==> src/common/m72_bus_pkg.sv <==
// Shared widths, address map and bus structs for the M72 CPU glue; referenced by scoped name
`default_nettype none

package m72_bus_pkg;

    // ========================================
    // Widths with a meaning
    // ========================================
    typedef logic [19:0] cpu_addr_t;
    typedef logic [15:0] cpu_data_t;
    // Bit 0 enables the low byte
    typedef logic [1:0]  byte_sel_t;
    // SDRAM addresses count 16-bit words
    typedef logic [24:0] sdr_addr_t;
    typedef logic [7:0]  io_addr_t;
    typedef logic [7:0]  io_data_t;

    // ========================================
    // Address map
    // ========================================
    // Program ROM occupies CPU space below ROM_LIMIT
    localparam sdr_addr_t ROM_BASE  = 25'h000_0000;
    localparam sdr_addr_t RAM_BASE  = 25'h008_0000;
    localparam cpu_addr_t ROM_LIMIT = 20'h8_0000;
    // Work RAM is the 64 KB page 0xA0000-0xAFFFF
    localparam logic [3:0] RAM_PAGE = 4'hA;

    // I/O ports, always even; bit 0 picks the byte
    localparam io_addr_t PORT_SWITCHES = 8'h00;
    localparam io_addr_t PORT_FLAGS    = 8'h02;
    localparam io_addr_t PORT_DIP      = 8'h04;

    // Unmapped reads float high
    localparam cpu_data_t OPEN_BUS = 16'hFFFF;

    // CPU enable is CLK_32M divided by 4
    localparam int CE_DIV_BITS = 2;

    // ========================================
    // Bus structs
    // ========================================
    // Memory cycle as driven by the CPU
    typedef struct packed {
        logic      read;
        logic      write;
        cpu_addr_t addr;
        cpu_data_t data;
        byte_sel_t sel;
    } cpu_mem_bus_t;

    // Word-aligned command handed to the SDRAM bridge
    typedef struct packed {
        sdr_addr_t sdr_addr;
        cpu_data_t data;
        byte_sel_t wr_sel;
        logic      writable;
        logic      odd;
        logic      mapped;
    } sdr_cmd_t;

    // Port I/O cycle as driven by the CPU
    typedef struct packed {
        logic     io_read;
        logic     io_write;
        io_addr_t io_addr;
        io_data_t io_dout;
    } io_bus_t;

    // Write-only system flags byte, coin0 in bit 0
    typedef struct packed {
        logic [1:0] unused;
        logic       bank;
        logic       brq_n;
        logic       cblk;
        logic       soft_nl_n;
        logic       coin1;
        logic       coin0;
    } sys_flags_t;

endpackage

`default_nettype wire

==> src/cpu_bus/cpu_bus_front.sv <==
// CPU memory-cycle front end; spots new cycles, word-aligns them and maps them onto SDRAM
`timescale 1ns/10ps
`default_nettype none

module cpu_bus_front (
    input  wire logic                      CLK_32M,
    input  wire logic                      reset_n,
    input  wire m72_bus_pkg::cpu_mem_bus_t mem,
    output m72_bus_pkg::sdr_cmd_t          cmd,
    output logic                           new_cmd
);

    logic read_q;
    logic write_q;
    logic new_cycle;

    m72_bus_pkg::cpu_data_t word_data;
    m72_bus_pkg::byte_sel_t word_sel;
    m72_bus_pkg::sdr_addr_t rom_offset;
    m72_bus_pkg::sdr_addr_t ram_offset;
    logic                   is_rom;
    logic                   is_ram;
    m72_bus_pkg::sdr_cmd_t  next_cmd;

    // ========================================
    // Cycle detection
    // ========================================
    // Strobes are held for the whole access, so only the rising edge counts
    assign new_cycle = (mem.read & ~read_q) | (mem.write & ~write_q);

    always_ff @(posedge CLK_32M) begin
        if (!reset_n) begin
            read_q  <= 1'b0;
            write_q <= 1'b0;
            new_cmd <= 1'b0;
        end else begin
            read_q  <= mem.read;
            write_q <= mem.write;
            new_cmd <= new_cycle;
        end
    end

    // ========================================
    // Alignment and region decode
    // ========================================
    // Odd byte accesses ride on the high lane of the word
    assign word_data = mem.addr[0] ? {mem.data[7:0], mem.data[15:8]} : mem.data;
    assign word_sel  = mem.addr[0] ? {mem.sel[0], mem.sel[1]} : mem.sel;

    assign is_rom = (mem.addr < m72_bus_pkg::ROM_LIMIT);
    assign is_ram = (mem.addr[19:16] == m72_bus_pkg::RAM_PAGE);

    // Word offsets inside each region
    assign rom_offset = {6'd0, mem.addr[19:1]};
    assign ram_offset = {10'd0, mem.addr[15:1]};

    always_comb begin
        next_cmd          = '0;
        next_cmd.data     = word_data;
        next_cmd.odd      = mem.addr[0];
        next_cmd.writable = is_ram;
        next_cmd.mapped   = is_rom | is_ram;
        next_cmd.wr_sel   = mem.write ? word_sel : 2'b00;
        if (is_ram) begin
            next_cmd.sdr_addr = m72_bus_pkg::RAM_BASE + ram_offset;
        end else begin
            next_cmd.sdr_addr = m72_bus_pkg::ROM_BASE + rom_offset;
        end
    end

    // Command is held until the next cycle starts
    always_ff @(posedge CLK_32M) begin
        if (new_cycle) begin
            cmd <= next_cmd;
        end
    end

endmodule

`default_nettype wire

==> src/cpu_bus/sdram_req_bridge.sv <==
// One-deep SDRAM request bridge on a req/ack toggle pair; returns the byte-steered read word
`timescale 1ns/10ps
`default_nettype none

module sdram_req_bridge (
    input  wire logic                   CLK_32M,
    input  wire logic                   reset_n,
    input  wire m72_bus_pkg::sdr_cmd_t  cmd,
    input  wire logic                   new_cmd,
    output m72_bus_pkg::sdr_addr_t      sdr_addr,
    output m72_bus_pkg::cpu_data_t      sdr_din,
    output m72_bus_pkg::byte_sel_t      sdr_wr_sel,
    output logic                        sdr_req,
    input  wire m72_bus_pkg::cpu_data_t sdr_dout,
    input  wire logic                   sdr_ack,
    output logic                        busy,
    output m72_bus_pkg::cpu_data_t      mem_din
);

    typedef enum logic [1:0] {
        ST_IDLE,
        ST_WAIT_ACK,
        ST_DONE
    } state_t;

    state_t                 state;
    logic                   issue;
    logic                   ack_match;
    logic                   steer_odd;
    m72_bus_pkg::cpu_data_t rd_word;

    assign issue     = new_cmd & cmd.mapped;
    // Request is outstanding while req and ack differ
    assign ack_match = (sdr_ack == sdr_req);

    // ========================================
    // Request FSM
    // ========================================
    always_ff @(posedge CLK_32M) begin
        if (!reset_n) begin
            state   <= ST_IDLE;
            sdr_req <= 1'b0;
        end else begin
            case (state)
                ST_IDLE: begin
                    if (issue) begin
                        sdr_req <= ~sdr_req;
                        state   <= ST_WAIT_ACK;
                    end
                end
                ST_WAIT_ACK: begin
                    if (ack_match) begin
                        state <= ST_DONE;
                    end
                end
                // One settle cycle before the CPU may run again
                ST_DONE: state <= ST_IDLE;
                default: state <= ST_IDLE;
            endcase
        end
    end

    // Stall starts in the cycle the command arrives
    assign busy = (state != ST_IDLE) | issue;

    // ========================================
    // Command and read data
    // ========================================
    always_ff @(posedge CLK_32M) begin
        if (new_cmd && state == ST_IDLE) begin
            steer_odd <= cmd.odd & cmd.mapped;
            if (cmd.mapped) begin
                sdr_addr   <= cmd.sdr_addr;
                sdr_din    <= cmd.data;
                // ROM stays read-only, the write degrades to a read
                sdr_wr_sel <= cmd.writable ? cmd.wr_sel : 2'b00;
            end else begin
                rd_word <= m72_bus_pkg::OPEN_BUS;
            end
        end else if (state == ST_WAIT_ACK && ack_match) begin
            rd_word <= sdr_dout;
        end
    end

    // Odd byte comes back in the low lane
    assign mem_din = steer_odd ? {8'h00, rd_word[15:8]} : rd_word;

    // ========================================
    // Checks
    // ========================================
    // CPU must be frozen until the previous access has finished
    a_no_cmd_while_busy: assert property (
        @(posedge CLK_32M) disable iff (!reset_n)
        new_cmd && cmd.mapped |-> state == ST_IDLE
    ) else $error("mapped command arrived during an SDRAM access");

    // The SDRAM side may only answer a request that is outstanding
    a_ack_only_when_pending: assert property (
        @(posedge CLK_32M) disable iff (!reset_n)
        !$stable(sdr_ack) |-> $past(sdr_ack != sdr_req)
    ) else $error("sdr_ack toggled with no request outstanding");

endmodule

`default_nettype wire

==> src/hw/cpu_clock_enable.sv <==
// CPU clock enables from CLK_32M; both stop while an SDRAM access holds the stall input
`timescale 1ns/10ps
`default_nettype none

module cpu_clock_enable (
    input  wire logic CLK_32M,
    input  wire logic reset_n,
    input  wire logic stall,
    output logic      cpu_ce,
    output logic      cpu_ce_4x
);

    logic [m72_bus_pkg::CE_DIV_BITS-1:0] div_cnt;

    // Divider only advances on unstalled clocks, so no CPU phase is lost
    always_ff @(posedge CLK_32M) begin
        if (!reset_n) begin
            div_cnt   <= '0;
            cpu_ce    <= 1'b0;
            cpu_ce_4x <= 1'b0;
        end else begin
            cpu_ce    <= 1'b0;
            cpu_ce_4x <= 1'b0;
            if (!stall) begin
                div_cnt   <= div_cnt + 1'b1;
                cpu_ce_4x <= 1'b1;
                // Pulse on the wrap of the divider
                cpu_ce    <= &div_cnt;
            end
        end
    end

    // ========================================
    // Checks
    // ========================================
    // CPU steps stay at least four clocks apart, stalled or not
    a_ce_spacing: assert property (
        @(posedge CLK_32M) disable iff (!reset_n)
        cpu_ce |-> !$past(cpu_ce) && !$past(cpu_ce, 2) && !$past(cpu_ce, 3)
    ) else $error("cpu_ce pulses closer than four clocks apart");

endmodule

`default_nettype wire

==> src/hw/m72_cpu_glue.sv <==
// Top level of the M72 main-CPU bus glue; connects CPU buses, SDRAM port and system I/O
`timescale 1ns/10ps
`default_nettype none

module m72_cpu_glue (
    input  wire logic                      CLK_32M,
    input  wire logic                      reset_n,
    // CPU memory and I/O buses
    input  wire m72_bus_pkg::cpu_mem_bus_t mem,
    output m72_bus_pkg::cpu_data_t         mem_din,
    input  wire m72_bus_pkg::io_bus_t      io,
    output m72_bus_pkg::io_data_t          io_din,
    output logic                           cpu_ce,
    output logic                           cpu_ce_4x,
    // Player and board inputs
    input  wire m72_bus_pkg::cpu_data_t    switches,
    input  wire logic [1:0]                coin,
    input  wire logic [1:0]                start_buttons,
    input  wire m72_bus_pkg::cpu_data_t    dip_sw,
    output logic [1:0]                     coin_count,
    output logic                           flip,
    output logic                           video_blank,
    // SDRAM CPU port
    output m72_bus_pkg::sdr_addr_t         sdr_addr,
    output m72_bus_pkg::cpu_data_t         sdr_din,
    output m72_bus_pkg::byte_sel_t         sdr_wr_sel,
    output logic                           sdr_req,
    input  wire m72_bus_pkg::cpu_data_t    sdr_dout,
    input  wire logic                      sdr_ack
);

    m72_bus_pkg::sdr_cmd_t cmd;
    logic                  new_cmd;
    logic                  busy;

    // CPU is held while the bridge has an access in flight
    cpu_clock_enable u_ce (
        .CLK_32M   (CLK_32M),
        .reset_n   (reset_n),
        .stall     (busy),
        .cpu_ce    (cpu_ce),
        .cpu_ce_4x (cpu_ce_4x)
    );

    cpu_bus_front u_front (
        .CLK_32M (CLK_32M),
        .reset_n (reset_n),
        .mem     (mem),
        .cmd     (cmd),
        .new_cmd (new_cmd)
    );

    sdram_req_bridge u_bridge (
        .CLK_32M    (CLK_32M),
        .reset_n    (reset_n),
        .cmd        (cmd),
        .new_cmd    (new_cmd),
        .sdr_addr   (sdr_addr),
        .sdr_din    (sdr_din),
        .sdr_wr_sel (sdr_wr_sel),
        .sdr_req    (sdr_req),
        .sdr_dout   (sdr_dout),
        .sdr_ack    (sdr_ack),
        .busy       (busy),
        .mem_din    (mem_din)
    );

    sys_io_ports u_io (
        .CLK_32M       (CLK_32M),
        .reset_n       (reset_n),
        .io            (io),
        .switches      (switches),
        .coin          (coin),
        .start_buttons (start_buttons),
        .dip_sw        (dip_sw),
        .io_din        (io_din),
        .coin_count    (coin_count),
        .flip          (flip),
        .video_blank   (video_blank)
    );

endmodule

`default_nettype wire

==> src/hw/sys_io_ports.sv <==
// System I/O ports; switch, flag and DIP reads plus the system-flags write with its outputs
`timescale 1ns/10ps
`default_nettype none

module sys_io_ports (
    input  wire logic                   CLK_32M,
    input  wire logic                   reset_n,
    input  wire m72_bus_pkg::io_bus_t   io,
    input  wire m72_bus_pkg::cpu_data_t switches,
    input  wire logic [1:0]             coin,
    input  wire logic [1:0]             start_buttons,
    input  wire m72_bus_pkg::cpu_data_t dip_sw,
    output m72_bus_pkg::io_data_t       io_din,
    output logic [1:0]                  coin_count,
    output logic                        flip,
    output logic                        video_blank
);

    m72_bus_pkg::cpu_data_t   flags;
    m72_bus_pkg::cpu_data_t   port_word;
    m72_bus_pkg::io_addr_t    even_addr;
    m72_bus_pkg::sys_flags_t  sys_flags;

    // ========================================
    // Read side
    // ========================================
    // Test, service and sprite-ready lines read back as idle ones
    assign flags     = {8'hFF, 4'hF, coin, start_buttons};
    assign even_addr = {io.io_addr[7:1], 1'b0};

    always_comb begin
        case (even_addr)
            m72_bus_pkg::PORT_SWITCHES: port_word = switches;
            m72_bus_pkg::PORT_FLAGS:    port_word = flags;
            m72_bus_pkg::PORT_DIP:      port_word = dip_sw;
            default:                    port_word = 16'hFFFF;
        endcase
    end

    // Odd port returns the high byte
    assign io_din = io.io_addr[0] ? port_word[15:8] : port_word[7:0];

    // ========================================
    // System flags
    // ========================================
    always_ff @(posedge CLK_32M) begin
        if (!reset_n) begin
            sys_flags <= '0;
        end else if (io.io_write && io.io_addr == m72_bus_pkg::PORT_FLAGS) begin
            sys_flags <= m72_bus_pkg::sys_flags_t'(io.io_dout);
        end
    end

    assign coin_count  = {sys_flags.coin1, sys_flags.coin0};
    // Screen flip is software flag combined with the DIP flip switch
    assign flip        = ~sys_flags.soft_nl_n ^ dip_sw[8];
    assign video_blank = sys_flags.cblk;

endmodule

`default_nettype wire

==> config.mk <==
export PLATFORM = sky130hd
export DESIGN_NAME = m72_cpu_glue
export DESIGN_NICKNAME = d
export VERILOG_FILES = /design/src/common/m72_bus_pkg.sv /design/src/cpu_bus/cpu_bus_front.sv /design/src/cpu_bus/sdram_req_bridge.sv /design/src/hw/cpu_clock_enable.sv /design/src/hw/m72_cpu_glue.sv /design/src/hw/sys_io_ports.sv
export SDC_FILE = /design/constraint.sdc
export NUM_CORES = 1
export LEC_CHECK = 0
export ABC_AREA = 0
export BUFFER_PORTS_ARGS = -buffer_cell sky130_fd_sc_hd__clkbuf_2
export CORE_ASPECT_RATIO = 1.1
export CORE_MARGIN = 2
export CORE_UTILIZATION = 35
export CTS_CLUSTER_SIZE = 24
export DETAILED_ROUTE_END_ITERATION = 10
export SYNTH_ARGS = -nofsm -noshare
export SYNTH_HDL_FRONTEND = slang
export SYNTH_HIERARCHICAL = 1
export SYNTH_SLANG_ARGS = --single-unit
==> constraint.sdc <==
create_clock -name CLK_32M -period 5.4 [get_ports CLK_32M]
set_input_delay 1.35 -clock CLK_32M [delete_from_list [all_inputs] [get_ports CLK_32M]]
set_output_delay 1.35 -clock CLK_32M [all_outputs]
set_load 0.05 [all_outputs]
======== Yosys cells after proc, flatten, opt, wreduce, memory -nomap -nowiden ========
Cells that the tools add are included.
word-level totals
  word-level logic and storage cells ...... 75
  register bits after elaboration ......... 112
  input bits .............................. 113
  output and inout port bits .............. 74
operators by class
  order comparisons ....................... 1
  muxes and demuxes ....................... 13
  bitwise gates (word level) .............. 13
  reduce and logical (&&, ||, !) cells .... 13
  $add $sub $neg .......................... 2
  eq/ne operators ......................... 9
operator list
  operator                                            number
  two-way mux 16 bit                                  5
  one-hot mux 16 bit (3 select lines)                 1
  adder 20 x 15 -> 21 bit, first input constant       1
  less-than comparator 20 bit, second input constant  1
  two-way mux 19 bit                                  1
  AND reduction 2 bit                                 5
  == test 8 x 2 -> 1 bit, second input constant       1
  logical NOT 8 bit                                   1
  two-way mux 8 bit                                   1
  == test 7 x 1 -> 1 bit, second input constant       1
  == test 7 x 2 -> 1 bit, second input constant       1
  two-way mux 2 bit                                   3
  NOT 1 bit                                           5
  bitwise AND 1 bit                                   4
  == test 4 bit, second input constant                1
  != test 2 x 1 -> 1 bit, second input constant       2
  one-hot mux 2 bit (2 select lines)                  1
  nonzero test 2 bit                                  2
  logical AND 1 bit                                   3
  bitwise OR 1 bit                                    3
  adder 2 x 1 -> 2 bit, second input constant         1
  == test 2 x 1 -> 1 bit, second input constant       1
  logical NOT 2 bit                                   1
  != test 2 bit, second input constant                1
  other kinds (4)                                     4

======== Longest topological paths before layout ========
  depth in word-level cells ............... 4
  gate-level depth with buffers ........... 5
  depth with buffers taken out ............ 3

======== Hierarchy ========
The synthesis kept the hierarchy.
by module, submodules not included
  module            sequential area each (sq um)  area an instance (sq um)  cells each  instances
  sdram_req_bridge  1,861.8                       2,265.9                   114         1
  cpu_bus_front     1,291.2                       1,689.1                   88          1
  sys_io_ports      80.1                          564.3                     64          1
  cpu_clock_enable  80.1                          136.4                     11          1

======== Least setup slack after synthesis ========
No wires, ideal clock.
  kind .................................... input to output
  start point ............................. input port io[9] in the netlist's numbering
  end point ............................... output port io_din[0]
  path slack .............................. 0.939 ns
  buffers on the path ..................... 1
  arrival time ............................ 3.111 ns
  stages .................................. 4
  cell sequence ........................... clkbuf_1 nand2b_1 o221a_2 o21ai_0
between the ends
  longest elaborated chain between the ends .. 3
ends and longest elaborated chain
  what                                            line                text
  start: declaration                              m72_cpu_glue.sv:11  input wire m72_bus_pkg::io_bus_t io,
  == test 7 x 2 -> 1 bit (tied with other cells)  sys_io_ports.sv:32  case (even_addr)
  one-hot mux 16 bit (3 select lines) (*)         sys_io_ports.sv:32
  two-way mux 8 bit (*)                           sys_io_ports.sv:41  assign io_din = io.io_addr[0] ? port_word[15:8] : port_word[7:0];
  end: declaration                                m72_cpu_glue.sv:12  output m72_bus_pkg::io_data_t io_din,
Every way passes the cells marked *; elsewhere a longest branch is shown, timed or not.

======== Final worst setup path ========
  start point ............................. input port io[13] in the netlist's numbering
  end point ............................... output port io_din[3]
The elaborated chain is that of the path after synthesis.

==> flow_summary.yaml <==
run_status:
  outcome: "complete, no violations"
critical_path:
  crit_arrival_ps: 2770
  cp_max_fo: 4
  reg2reg_depth: 2
  ff2ff_setup_slack_ps: 3640
  crit-reg2reg-launch: "u_bridge/state[0]"
  end_kind: "output port"
  crit_required_ps: 4050
  worstSetupPathType: "input port to output port"
  r2r-end: "u_bridge/rd_word[4]"
  cp-start-kind: "input port"
pwr:
  pwr-share-seq_pct: 44.1
  p_int_w: 0.00178
  power.density_mw_per_mm2: 387
  p_comb_share_pct: 11.3
  p_switching_w: 0.000622
  netSwitchingFraction_pct: 25.9
  p_leak_nw: 2.59
  clkPwrFrac_pct: 44.5
  irDropWorstVdd_uv: 183
timing:
  tns_ps: 0
  max_freq_ghz: 0.242
  fin_crit_ps: 4120
  slew_viol_final: 0
  layout_worst_path_cycle_share_pct: 76.4
  fin_worst_skew_ps: 6.41
  rsz0062_at_grt: "no"
  hold_violations: 0
  setup_viol: 0
  slew_headroom_pct: 33.3
  worst_pin_slew_ps: 997
layout:
  final_area_mm2: 0.00621
  drive_gt1_share_pct: 55.6
  antenna_cells: 0
  layout.nets: 576
  layout_common_cells: "clkbuf_2 (181), edfxtp_1 (101), mux2_2 (18)"
  area_growth_pct: 33.5
  fillers: 1197
  final_common_cell: "clkbuf_2"
floorplanning:
  num_rows: 44
  num_io_pins: 187
  die_h_um: 125
  die_x_um: 114
  die_area_mm2: 0.0142
  start_util_pct: 35.5
  coreArea_mm2: 0.0131
placed_design:
  io_buffer_count: 181
  post_dp_cell_area_mm2: 0.00564
  dp_hpwl_um: 6470
  gp_congestion: 0.727
worst_hold_path:
  hold_depth: 0
  hold_end: "u_bridge/sdr_addr[5]"
  worstHoldPathType: "flip-flop to flip-flop"
  hold_start: "u_front/cmd[26]"
synth:
  ys_seq_area_share_pct: 71.2
  synth_cell_type_count: 43
  async_reset_ff_share_pct: 0
  ys.flop_type: "edfxtp_1"
  netlist_instances: 277
  synth_warnings: 6
  syn_area_mm2: 0.00466
  synth_edf_count: 101
  synth.avg_cell_area_um2: 16.8
  synth-seq-cells: 115
detailed_routing:
  wire_per_inst_um: 14.1
  dr.pass1.iters: 4
  vias: 2850
  antenna_left: 0
  drt-vias-per-instance: 4.48
  drcViolationCount: 0
  drt_iter0_markers: 152
  drt-total-wl_um: 9000
run:
  cap_violations: 0
clock_tree:
  cts_hold_buffers: 0
  cts.sinks: 115
  cts_resized: 0
  cts_max_level: 4
  cts_root_buf: "clkbuf_16"
  cts_buffers: 17
  clock_latency_ps: 400
  clk_path_buf_depth: 2
  tritoncts: "done"
  cts.reportedPaths.clkPinSlew_ps: 60
  cts_setup_buffers: 0
global_route:
  grt_pass1_wl_um: 14000
  first_global_vias: 2929
  grt_max_degree: 46
  antenna_found_initial: 0
  grt_overflow: 0
  grt.total_usage_pct: 12.9
## routing by layer
metal	wire, um	track usage, %	vias to the layer above
met5	0	0	-
met4	174	5.38	0
met3	598	4.80	13
met2	4690	22.1	99
met1	3530	14.5	1344
li1	-	-	1394
## power by group through the flow
stage	Clock (W)	Sequential, W	Combinational, W
CTS	0.00110	0.00106	0.000277
finish	0.00107	0.00106	0.000272
global placement	0	0.00108	0.000271
global route	0.00114	0.00107	0.000293
floorplan	0	0.00113	0.000140
detailed placement	0	0.00108	0.000276
## critical path, stage by stage
cell and delay [ps]:
clkbuf_2 80, or4_4 570, a211oi_2 350, o21ai_0 160, clkbuf_2 260
## worst max-delay path by stage
stage	from	slack, ps	to
CTS	io[13]	1300	io_din[3]
global placement	io[13]	1320	io_din[3]
finish	io[13]	1280	io_din[3]
detailed placement	io[13]	1300	io_din[3]
floorplan	io[9]	940	io_din[0]
global route	io[13]	1250	io_din[3]
## cell usage after synthesis (2+ instances only)
library cell	instances	area (um2)
nand2b_1	8	50.1
buf_4	7	52.6
nor2_1	7	26.3
or2_2	8	50.1
a21boi_0	2	15.0
mux2_1	2	22.5
inv_1	9	33.8
buf_2	4	20.0
mux2_4	8	120
mux2i_1	8	80.1
o221a_2	4	45.0
or2_1	8	50.1
buf_6	3	33.8
dfxtp_1	14	280
xnor2_1	3	26.3
nor2b_1	11	68.8
nand2_1	10	37.5
edfxtp_1	101	3030
and2_1	7	43.8
mux2_2	18	203
mux4_2	4	90.1
clkbuf_1	3	11.3
and3_1	2	12.5
a221oi_1	4	35.0
o21ai_0	4	20.0
## flip-flops by register name (all words and copies together), names as in the netlist, 2 cells and up
signal / flops
u_bridge/state: 2
u_bridge/rd_word: 16
u_bridge/sdr_addr: 25
u_ce/div_cnt: 2
u_bridge/sdr_wr_sel: 2
u_io/coin_count: 2
u_bridge/sdr_din: 16
u_front/cmd: 41
## cell type report
cell class                      instances  area [um2]  area share [%]
Timing Repair Buffer                  181         906            14.6
Sequential cell                       115        3310            53.3
Clock buffer                           17         425            6.85
Tap cell                              161         201            3.24
Inverter                                9        33.8           0.544
Multi-Input combinational cell        138        1180            19.1
Clock inverter                         15         149            2.40
## through the flow
step / cells / power (W) / hold slack, ps / setup WS (ps) / util (%)
2_1_floorplan: 281 / 0.00127 / 400 / 939 / -
3_3_place_gp: 604 / 0.00135 / 400 / 1320 / 43.0
3_5_place_dp: 604 / 0.00136 / 405 / 1300 / 43.0
4_1_cts: 636 / 0.00244 / 418 / 1300 / 47.4
5_1_grt: 636 / 0.00250 / 422 / 1250 / 47.4
6_report: 636 / 0.00240 / 417 / 1280 / 47.4
## cell families (layout without fill, tap and decap cells)
family	Yosys count	after routing	synth area share [%]
buffers and inverters	28	222	3.76
AO/OA/AOI/OAI	20	20	3.65
AND/OR/NAND/NOR	69	69	9.43
XOR/XNOR	3	3	0.564
other	1	5	0.0805
multiplexers	40	40	11.1
adder cells (fa/ha/maj)	1	1	0.269
flip-flops	115	115	71.2
(Power assumes the default switching activity.)
